[src/common/dram_pkg.sv]
`default_nettype none

package dram_pkg;

	// address layout: row in the high bits, then bank, then column
	localparam int BANK_WIDTH = 2;
	localparam int ROW_WIDTH  = 4;    // kept small so row hits are common
	localparam int COL_WIDTH  = 6;
	localparam int ADDR_WIDTH = ROW_WIDTH + BANK_WIDTH + COL_WIDTH;
	localparam int NUM_BANKS  = 1 << BANK_WIDTH;

	// default timings in clk cycles
	localparam int T_RCD_DEF  = 4;
	localparam int T_RP_DEF   = 4;
	localparam int T_RAS_DEF  = 10;
	localparam int T_RC_DEF   = 14;
	localparam int T_CCD_DEF  = 2;
	localparam int T_REFI_DEF = 200;
	localparam int T_RFC_DEF  = 20;

	typedef logic [BANK_WIDTH-1:0] bank_t;
	typedef logic [ROW_WIDTH-1:0]  row_t;
	typedef logic [COL_WIDTH-1:0]  col_t;

	typedef enum logic [2:0] {
		NOP  = 3'd0,
		ACT  = 3'd1,
		PRE  = 3'd2,
		PREA = 3'd3,    // precharge all banks
		RD   = 3'd4,
		WR   = 3'd5,
		REF  = 3'd6
	} dram_cmd_e;

	// queue payload, 13 bits
	typedef struct packed {
		logic                  write;
		logic [ADDR_WIDTH-1:0] addr;
	} mem_req_t;

	// one DRAM command, 16 bits
	typedef struct packed {
		logic      valid;
		dram_cmd_e op;
		bank_t     bank;
		row_t      row;
		col_t      col;
	} dram_cmd_t;

	// per bank view for the issuer, 8 bits
	typedef struct packed {
		logic open;
		row_t row;
		logic act_ready;
		logic pre_ready;
		logic col_ready;
	} bank_state_t;

endpackage

`default_nettype wire

[src/bank/bank_tracker.sv]
`timescale 1ns/100ps
`default_nettype none

module bank_tracker #(
	parameter int T_RCD = dram_pkg::T_RCD_DEF,
	parameter int T_RP  = dram_pkg::T_RP_DEF,
	parameter int T_RAS = dram_pkg::T_RAS_DEF,
	parameter int T_RC  = dram_pkg::T_RC_DEF
) (
	input  wire logic                                       clk,
	input  wire logic                                       rst_n,
	input  wire dram_pkg::dram_cmd_t                        issued,
	output dram_pkg::bank_state_t [dram_pkg::NUM_BANKS-1:0] bank_states
);
	import dram_pkg::*;

	localparam int T_MAX_1 = (T_RCD > T_RP) ? T_RCD : T_RP;
	localparam int T_MAX_2 = (T_RAS > T_RC) ? T_RAS : T_RC;
	localparam int CNT_W   = $clog2(((T_MAX_1 > T_MAX_2) ? T_MAX_1 : T_MAX_2) + 1);

	typedef logic [CNT_W-1:0] cnt_t;

	logic prea;

	// saturating countdown
	function automatic cnt_t tick(input cnt_t c);
		return (c == '0) ? '0 : c - 1'b1;
	endfunction

	assign prea = issued.valid && (issued.op == PREA);

	// REF leaves the banks alone, PREA has closed them by then
	for (genvar b = 0; b < NUM_BANKS; b++) begin : g_bank
		logic hit;
		logic is_open;
		row_t open_row;
		cnt_t rcd_cnt;    // ACT to column
		cnt_t rp_cnt;     // PRE to ACT
		cnt_t ras_cnt;    // ACT to PRE
		cnt_t rc_cnt;     // ACT to ACT

		assign hit = issued.valid && (issued.bank == bank_t'(b));

		always_ff @(posedge clk or negedge rst_n) begin
			if (!rst_n) begin
				is_open <= 1'b0;
				rcd_cnt <= '0;
				rp_cnt  <= '0;
				ras_cnt <= '0;
				rc_cnt  <= '0;
			end else begin
				rcd_cnt <= tick(rcd_cnt);
				rp_cnt  <= tick(rp_cnt);
				ras_cnt <= tick(ras_cnt);
				rc_cnt  <= tick(rc_cnt);
				if (prea || (hit && issued.op == PRE)) begin
					is_open <= 1'b0;
					rp_cnt  <= cnt_t'(T_RP - 1);
				end else if (hit && issued.op == ACT) begin
					is_open <= 1'b1;
					rcd_cnt <= cnt_t'(T_RCD - 1);
					ras_cnt <= cnt_t'(T_RAS - 1);
					rc_cnt  <= cnt_t'(T_RC - 1);
				end
			end
		end

		always_ff @(posedge clk) begin
			if (hit && issued.op == ACT)
				open_row <= issued.row;
		end

		// flags follow the counters, so they move one cycle after the command
		assign bank_states[b] = '{
			open:      is_open,
			row:       open_row,
			act_ready: !is_open && (rp_cnt == '0) && (rc_cnt == '0),
			pre_ready: (ras_cnt == '0),
			col_ready: is_open && (rcd_cnt == '0)
		};
	end

endmodule

`default_nettype wire

[src/bank/cmd_issuer.sv]
`timescale 1ns/100ps
`default_nettype none

module cmd_issuer #(
	parameter int T_CCD = dram_pkg::T_CCD_DEF
) (
	input  wire logic                                           clk,
	input  wire logic                                           rst_n,
	// head of the request queue
	input  wire dram_pkg::mem_req_t                             head,
	input  wire logic                                           head_valid,
	output logic                                                pop,
	// bank view from the tracker
	input  wire dram_pkg::bank_state_t [dram_pkg::NUM_BANKS-1:0] bank_states,
	// refresh handshake
	input  wire logic                                           ref_req,
	input  wire logic                                           ref_block,
	output logic                                                ref_done,
	output dram_pkg::dram_cmd_t                                 cmd
);
	import dram_pkg::*;

	localparam int CCD_W = $clog2(T_CCD + 1);

	bank_t            head_bank;
	row_t             head_row;
	col_t             head_col;
	bank_state_t      cur;
	logic [CCD_W-1:0] ccd_cnt;
	logic             ccd_ok;
	logic             in_seq;
	logic             any_open;
	logic             all_pre_ready;
	logic             all_act_ready;

	// row | bank | column
	assign {head_row, head_bank, head_col} = head.addr;
	assign cur    = bank_states[head_bank];
	assign ccd_ok = (ccd_cnt >= CCD_W'(T_CCD - 1));

	always_comb begin
		any_open      = 1'b0;
		all_pre_ready = 1'b1;
		all_act_ready = 1'b1;
		for (int b = 0; b < NUM_BANKS; b++) begin
			any_open      = any_open | bank_states[b].open;
			all_pre_ready = all_pre_ready & bank_states[b].pre_ready;
			all_act_ready = all_act_ready & bank_states[b].act_ready;
		end
	end

	// one command per cycle, picked from the head request or the refresh
	always_comb begin
		cmd      = '0;
		pop      = 1'b0;
		ref_done = 1'b0;
		if (!ref_block) begin
			if (ref_req && !in_seq) begin
				// refresh waits for a started sequence to finish its column command
				if (any_open) begin
					if (all_pre_ready) begin
						cmd.valid = 1'b1;
						cmd.op    = PREA;
					end
				end else if (all_act_ready) begin
					cmd.valid = 1'b1;    // tRP and tRC done in every bank
					cmd.op    = REF;
					ref_done  = 1'b1;
				end
			end else if (head_valid) begin
				cmd.bank = head_bank;
				if (cur.open && (cur.row == head_row)) begin
					// row hit, column command retires the request
					if (cur.col_ready && ccd_ok) begin
						cmd.valid = 1'b1;
						cmd.op    = head.write ? WR : RD;
						cmd.row   = head_row;
						cmd.col   = head_col;
						pop       = 1'b1;
					end
				end else if (cur.open) begin
					if (cur.pre_ready) begin
						cmd.valid = 1'b1;    // row conflict
						cmd.op    = PRE;
					end
				end else if (cur.act_ready) begin
					cmd.valid = 1'b1;
					cmd.op    = ACT;
					cmd.row   = head_row;
				end
			end
		end
	end

	always_ff @(posedge clk or negedge rst_n) begin
		if (!rst_n) begin
			in_seq  <= 1'b0;
			ccd_cnt <= CCD_W'(T_CCD);    // first column command may go at once
		end else begin
			if (pop)
				in_seq <= 1'b0;
			else if (cmd.valid && (cmd.op == ACT || cmd.op == PRE))
				in_seq <= 1'b1;
			// tCCD up-counter, saturates once the gap is met
			if (pop)
				ccd_cnt <= '0;
			else if (ccd_cnt != CCD_W'(T_CCD))
				ccd_cnt <= ccd_cnt + 1'b1;
		end
	end

endmodule

`default_nettype wire

[src/queue/req_queue.sv]
`timescale 1ns/100ps
`default_nettype none

module req_queue #(
	parameter int QUEUE_DEPTH = 4
) (
	input  wire logic                            clk,
	input  wire logic                            rst_n,
	// wishbone classic slave, address and direction only
	input  wire logic                            cyc,
	input  wire logic                            stb,
	input  wire logic                            we,
	input  wire logic [dram_pkg::ADDR_WIDTH-1:0] adr,
	output logic                                 ack,
	// oldest request, towards the issuer
	output dram_pkg::mem_req_t                   head,
	output logic                                 head_valid,
	input  wire logic                            pop
);
	import dram_pkg::*;

	localparam int PTR_W = (QUEUE_DEPTH > 1) ? $clog2(QUEUE_DEPTH) : 1;
	localparam int CNT_W = $clog2(QUEUE_DEPTH + 1);

	mem_req_t         entries [QUEUE_DEPTH];
	mem_req_t         new_req;
	logic [PTR_W-1:0] wr_ptr;
	logic [PTR_W-1:0] rd_ptr;
	logic [CNT_W-1:0] count;
	logic             full;
	logic             accept;

	// wraps for depths that are not a power of two
	function automatic logic [PTR_W-1:0] next_ptr(input logic [PTR_W-1:0] ptr);
		if (ptr == PTR_W'(QUEUE_DEPTH - 1))
			return '0;
		return ptr + 1'b1;
	endfunction

	assign full    = (count == CNT_W'(QUEUE_DEPTH));
	assign new_req = '{write: we, addr: adr};

	// ack is low for one cycle between accepts, so a held strobe counts once
	assign accept = cyc && stb && !ack && !full;

	always_ff @(posedge clk or negedge rst_n) begin
		if (!rst_n) begin
			ack    <= 1'b0;
			wr_ptr <= '0;
			rd_ptr <= '0;
			count  <= '0;
		end else begin
			ack <= accept;    // withheld while full, master keeps waiting
			if (accept)
				wr_ptr <= next_ptr(wr_ptr);
			if (pop)
				rd_ptr <= next_ptr(rd_ptr);
			case ({accept, pop})
				2'b10:   count <= count + 1'b1;
				2'b01:   count <= count - 1'b1;
				default: count <= count;    // none, or push and pop together
			endcase
		end
	end

	always_ff @(posedge clk) begin
		if (accept)
			entries[wr_ptr] <= new_req;
	end

	// head stays put until the issuer pops its column command
	assign head       = entries[rd_ptr];
	assign head_valid = (count != '0);

endmodule

`default_nettype wire

[src/dram_sched_top.sv]
`timescale 1ns/100ps
`default_nettype none

module dram_sched_top #(
	parameter int QUEUE_DEPTH = 4,
	parameter int T_RCD       = dram_pkg::T_RCD_DEF,
	parameter int T_RP        = dram_pkg::T_RP_DEF,
	parameter int T_RAS       = dram_pkg::T_RAS_DEF,
	parameter int T_RC        = dram_pkg::T_RC_DEF,
	parameter int T_CCD       = dram_pkg::T_CCD_DEF,
	parameter int T_REFI      = dram_pkg::T_REFI_DEF,
	parameter int T_RFC       = dram_pkg::T_RFC_DEF
) (
	input  wire logic                            clk,
	input  wire logic                            rst_n,
	// wishbone classic slave, no data bus
	input  wire logic                            cyc,
	input  wire logic                            stb,
	input  wire logic                            we,
	input  wire logic [dram_pkg::ADDR_WIDTH-1:0] adr,
	output logic                                 ack,
	output dram_pkg::dram_cmd_t                  cmd
);
	import dram_pkg::*;

	mem_req_t                    head;
	logic                        head_valid;
	logic                        pop;
	bank_state_t [NUM_BANKS-1:0] bank_states;
	logic                        ref_req;
	logic                        ref_block;
	logic                        ref_done;

	req_queue #(.QUEUE_DEPTH(QUEUE_DEPTH)) u_req_queue (
		.clk        (clk),
		.rst_n      (rst_n),
		.cyc        (cyc),
		.stb        (stb),
		.we         (we),
		.adr        (adr),
		.ack        (ack),
		.head       (head),
		.head_valid (head_valid),
		.pop        (pop)
	);

	// tracker follows the same command stream that leaves the chip
	bank_tracker #(
		.T_RCD (T_RCD),
		.T_RP  (T_RP),
		.T_RAS (T_RAS),
		.T_RC  (T_RC)
	) u_bank_tracker (
		.clk         (clk),
		.rst_n       (rst_n),
		.issued      (cmd),
		.bank_states (bank_states)
	);

	cmd_issuer #(.T_CCD(T_CCD)) u_cmd_issuer (
		.clk         (clk),
		.rst_n       (rst_n),
		.head        (head),
		.head_valid  (head_valid),
		.pop         (pop),
		.bank_states (bank_states),
		.ref_req     (ref_req),
		.ref_block   (ref_block),
		.ref_done    (ref_done),
		.cmd         (cmd)
	);

	refresh_timer #(.T_REFI(T_REFI), .T_RFC(T_RFC)) u_refresh_timer (
		.clk       (clk),
		.rst_n     (rst_n),
		.ref_done  (ref_done),
		.ref_req   (ref_req),
		.ref_block (ref_block)
	);

endmodule

`default_nettype wire

[src/refresh_timer.sv]
`timescale 1ns/100ps
`default_nettype none

module refresh_timer #(
	parameter int T_REFI = dram_pkg::T_REFI_DEF,
	parameter int T_RFC  = dram_pkg::T_RFC_DEF
) (
	input  wire logic clk,
	input  wire logic rst_n,
	input  wire logic ref_done,     // REF went out this cycle
	output logic      ref_req,
	output logic      ref_block
);

	localparam int REFI_W = $clog2(T_REFI + 1);
	localparam int RFC_W  = $clog2(T_RFC + 1);

	logic [REFI_W-1:0] refi_cnt;
	logic [RFC_W-1:0]  rfc_cnt;

	always_ff @(posedge clk or negedge rst_n) begin
		if (!rst_n) begin
			refi_cnt  <= REFI_W'(T_REFI - 1);
			rfc_cnt   <= '0;
			ref_req   <= 1'b0;
			ref_block <= 1'b0;
		end else if (ref_done) begin
			// interval restarts at the REF itself
			refi_cnt  <= REFI_W'(T_REFI - 1);
			rfc_cnt   <= RFC_W'(T_RFC - 1);
			ref_req   <= 1'b0;
			ref_block <= 1'b1;
		end else begin
			if (ref_block) begin
				if (rfc_cnt == '0)
					ref_block <= 1'b0;
				else
					rfc_cnt <= rfc_cnt - 1'b1;
			end
			if (!ref_req) begin
				if (refi_cnt == '0)
					ref_req <= 1'b1;    // held until the issuer gets to REF
				else
					refi_cnt <= refi_cnt - 1'b1;
			end
		end
	end

endmodule

`default_nettype wire

[config.mk]
export PLATFORM = sky130hd
export DESIGN_NAME = dram_sched_top
export DESIGN_NICKNAME = d
export VERILOG_FILES = /design/src/common/dram_pkg.sv /design/src/bank/bank_tracker.sv /design/src/bank/cmd_issuer.sv /design/src/queue/req_queue.sv /design/src/dram_sched_top.sv /design/src/refresh_timer.sv
export SDC_FILE = /design/constraint.sdc
export NUM_CORES = 1
export LEC_CHECK = 0
export BUFFER_PORTS_ARGS = -buffer_cell sky130_fd_sc_hd__buf_2
export CORE_MARGIN = 2
export CORE_UTILIZATION = 50
export DETAILED_ROUTE_END_ITERATION = 7
export PLACE_DENSITY_LB_ADDON = 0.08
export SYNTH_ARGS = -nofsm -noshare
export SYNTH_HDL_FRONTEND = slang
export SYNTH_SLANG_ARGS = --single-unit
[constraint.sdc]
create_clock -name clk -period 4 [get_ports clk]
set_clock_uncertainty 0.15 [all_clocks]
set_input_delay 0.6 -clock clk [delete_from_list [all_inputs] [get_ports clk]]
set_output_delay 0.6 -clock clk [all_outputs]
set_load 0.05 [all_outputs]
==> results.cfg <==
[finish]
seqCellArea_mm2 = 0.00440
antenna_cells = 0
fin_util_pct = 58.6
fin_nets = 684
final_common_cell = dfrtp_1
fin_area_mm2 = 0.00845
layout-drive-gt1-share_pct = 21.9
multi_input_area_mm2 = 0.00274
final_cell_mix = dfrtp_1 (87), edfxtp_1 (68), nand2_1 (47)
area_growth_pct = 15.7
n_fill_cell = 1177

[cts]
cts_made_buffers = 17
cts_max_level = 4
clkLatencyLatePin_ns = 0.43
clkSlewWorstSetupHoldPaths_ns = 0.06
clkSinkCount = 162
cts_root_buffer = clkbuf_16
tritoncts = yes
clk_path_buf_depth = 2

[power_and_ir_drop]
power_per_cell_area_mw_per_mm2 = 771
switchingPower_mw = 2.50
sw_frac_of_total_pct = 38.4
vdd_drop_max_mv = 0.535
internal_power_mw = 4.02
pwr-share-comb_pct = 37.7
clock_power_share_pct = 25.2
leakagePower_nw = 3.68
seqPwrFrac_pct = 37.1

[placement]
place_congestion = 0.843
place_ws_ns = 0.205
port_buffers = 33
dpl_cell_area_mm2 = 0.00771
place_hpwl_um = 10000

[critical_path]
cp_cell_sequence = mux4_2 > buf_6 > buf_4 > mux4_2 > o21bai_2 > mux2_4 > nand2b_1 > a31oi_1 > buf_4
r2r-start = u_req_queue.rd_ptr[0]
endpoint_kind = primary output
crit_buf_inv = 3
cp.required_ns = 3.25
crit_path_max_fanout = 6
reg2reg_depth = 13
crit_arrival_ns = 3.15
startpoint_type = register
crit_family = multiplexers
crit_slowest_cell = mux4_2
reg2reg_to = u_req_queue.count[2]
crit_type = register to primary output
r2r_setup_slack_ns = 0.48
crit_path_max_incr_delay_ns = 0.59

[sta]
fin_tns_setup_ns = 0
rsz0062_at_grt = yes
finalCritPeriodShare_pct = 97.6
fmax_mhz = 256
finalCriticalPeriod_ns = 3.90
setup-violations-final = 0
slew_violations = 0
finalHoldViolations = 0
tightestPinTransition_ns = 0.969
final.setup.worst_slack_ns = 0.0965
relSlewSlack_pct = 34.5

[routing]
via_per_inst = 5.69
vias = 4838
wl_um = 14600
wire_per_inst_um = 17.1
drt_iter0_drc = 278
drc = 0
final_antenna_net_count = 0
drt-pass1-iter-count = 4
wl_met1_um = 6710
wl_met2_um = 6880
top_layer_used = met4
wl_met3_um = 646

[logic_synthesis]
synth_seq_cells = 162
synth_seq_area_share_pct = 60.2
async_flop_share_pct = 58.0
avgSynthCellArea_um2 = 12.3
syn_inst = 592
ys_warn_count = 0
ys_types = 62
synth_ff_type = dfrtp_1
synth_edf_count = 68
syn_nets = 622
netlist_area_mm2 = 0.00731

[floorplanning]
chipHeight_um = 125
die_area_mm2 = 0.0156
die_w_um = 125
io_pins = 34
initial_utilization_pct = 50.7
rows = 44
core_mm2 = 0.0144

[global_routing]
grt_max_degree = 72
grt_usage_pct = 19.8
antenna_found_initial = 0
grt.overflow.total = 0
grt_pass1_vias = 4850
grt_pass1_wl_um = 24200

[outcome]
outcome = finished, final reports clean

[flow_run]
drv_cap = 0

[hold_path]
hold_class = primary input to async pin
## state kept, by name, indices dropped and copies added (netlist names), 2 cells and up
| register | flops |
|---|---|
| u_req_queue.entries | 52 |
| u_bank_tracker.g_bank.rc_cnt | 16 |
| u_bank_tracker.g_bank.rp_cnt | 16 |
| u_req_queue.wr_ptr | 2 |
| u_req_queue.count | 3 |
| u_bank_tracker.g_bank.rcd_cnt | 16 |
| u_bank_tracker.g_bank.open_row | 16 |
| u_refresh_timer.refi_cnt | 8 |
| u_refresh_timer.rfc_cnt | 5 |
| u_cmd_issuer.ccd_cnt | 2 |
| u_bank_tracker.g_bank.is_open | 4 |
| u_req_queue.rd_ptr | 2 |
| u_bank_tracker.g_bank.ras_cnt | 16 |
## worst register-to-register path, stage by stage, from the launching register on
cell	delay (ns)
dfrtp_2	0.41
mux4_2	0.69
mux2i_1	0.23
mux2i_1	0.10
xnor2_1	0.20
and2_4	0.23
nand4_1	0.15
inv_1	0.20
ha_1	0.21
inv_1	0.06
fa_1	0.38
xor2_1	0.15
nor2_1	0.12
xor2_1	0.16
## power by group through the flow
stage	registers [mW]	clock network (mW)	logic (mW)
floorplan	2.36	0	1.82
global placement	2.42	0	2.27
detailed placement	2.44	0	2.32
CTS	2.42	1.68	2.39
global route	2.47	1.76	2.68
finish	2.42	1.64	2.46
## cell type report
class                      count  area share, %
inverter                      26           1.15
tap                          184           2.72
multi-input combinational    391           32.4
clock inverter                15           2.21
timing repair buffer          56           4.37
clock buffer                  17           5.03
sequential                   162           52.1
## what timing repair did
action / CTS / global route
resized for setup: 6 / 20
pin swaps: 0 / 1
setup buffers: 7 / 2
endpoints found under the setup margin: 12 / 11
hold buffers: 0 / 0
## stage by stage
step	hold slack (ns)	total power, mW	std cells
finish	0.159	6.52	851
floorplan	0.154	4.18	592
CTS	0.179	6.49	849
detailed placement	0.328	4.76	810
global placement	0.318	4.69	810
global route	0.212	6.91	851
## layer usage
layer | vias up | track usage [%]
met5 | - | 0
met4 | 0 | 7.97
met3 | 26 | 4.94
met2 | 105 | 31.0
met1 | 2393 | 26.7
li1 | 2314 | -
## cells in the mapped netlist, types with 6 or more instances
| library cell | instances | share of area, % |
|---|---|---|
| dfrtp_1 | 88 | 30 |
| nor4_1 | 12 | 1.0 |
| nand2_1 | 47 | 2.4 |
| mux2i_1 | 15 | 2.1 |
| a21oi_1 | 31 | 2.1 |
| mux4_2 | 14 | 4.3 |
| edfxtp_1 | 68 | 28 |
| and2_1 | 11 | 0.94 |
| buf_6 | 6 | 0.92 |
| xnor2_1 | 13 | 1.6 |
| o31ai_1 | 7 | 0.72 |
| or3_1 | 10 | 0.86 |
| nor3b_1 | 8 | 0.82 |
| dfstp_2 | 6 | 2.2 |
| or4b_2 | 7 | 0.96 |
| nor3_1 | 37 | 2.5 |
| or2_2 | 7 | 0.60 |
| ha_1 | 12 | 2.1 |
| nor2b_1 | 7 | 0.60 |
| inv_1 | 25 | 1.3 |
| nor2_1 | 42 | 2.2 |
| o21ai_0 | 42 | 2.9 |
## cell families (layout without fill, tap and decap cells)
kind of cell               count (synthesis)  count (layout)  share of synthesized area [%]
AOI/OAI and AO/OA                        104             104                           8.78
xor gates and xnor gates                  18              18                           2.16
adders and majority gates                 13              13                           2.33
buffers and inverters                     39             114                           2.72
DFF                                      162             162                           60.2
muxes                                     33              33                           7.04
and+or+nand+nor                          223             223                           16.7
## worst max path at each step
stage	start	end	slack (ns)	cells past startpoint
global placement	u_req_queue.rd_ptr[0]	cmd[8]	0.34	9
floorplan	u_req_queue.rd_ptr[0]	cmd[15]	0.18	10
finish	u_req_queue.rd_ptr[0]	cmd[15]	0.1	9
global route	u_req_queue.rd_ptr[0]	cmd[9]	-0.004	9
detailed placement	u_req_queue.rd_ptr[0]	cmd[8]	0.20	9
CTS	u_req_queue.rd_ptr[0]	cmd[8]	0.01	10
Note: power is estimated with default switching activity, not from simulation.
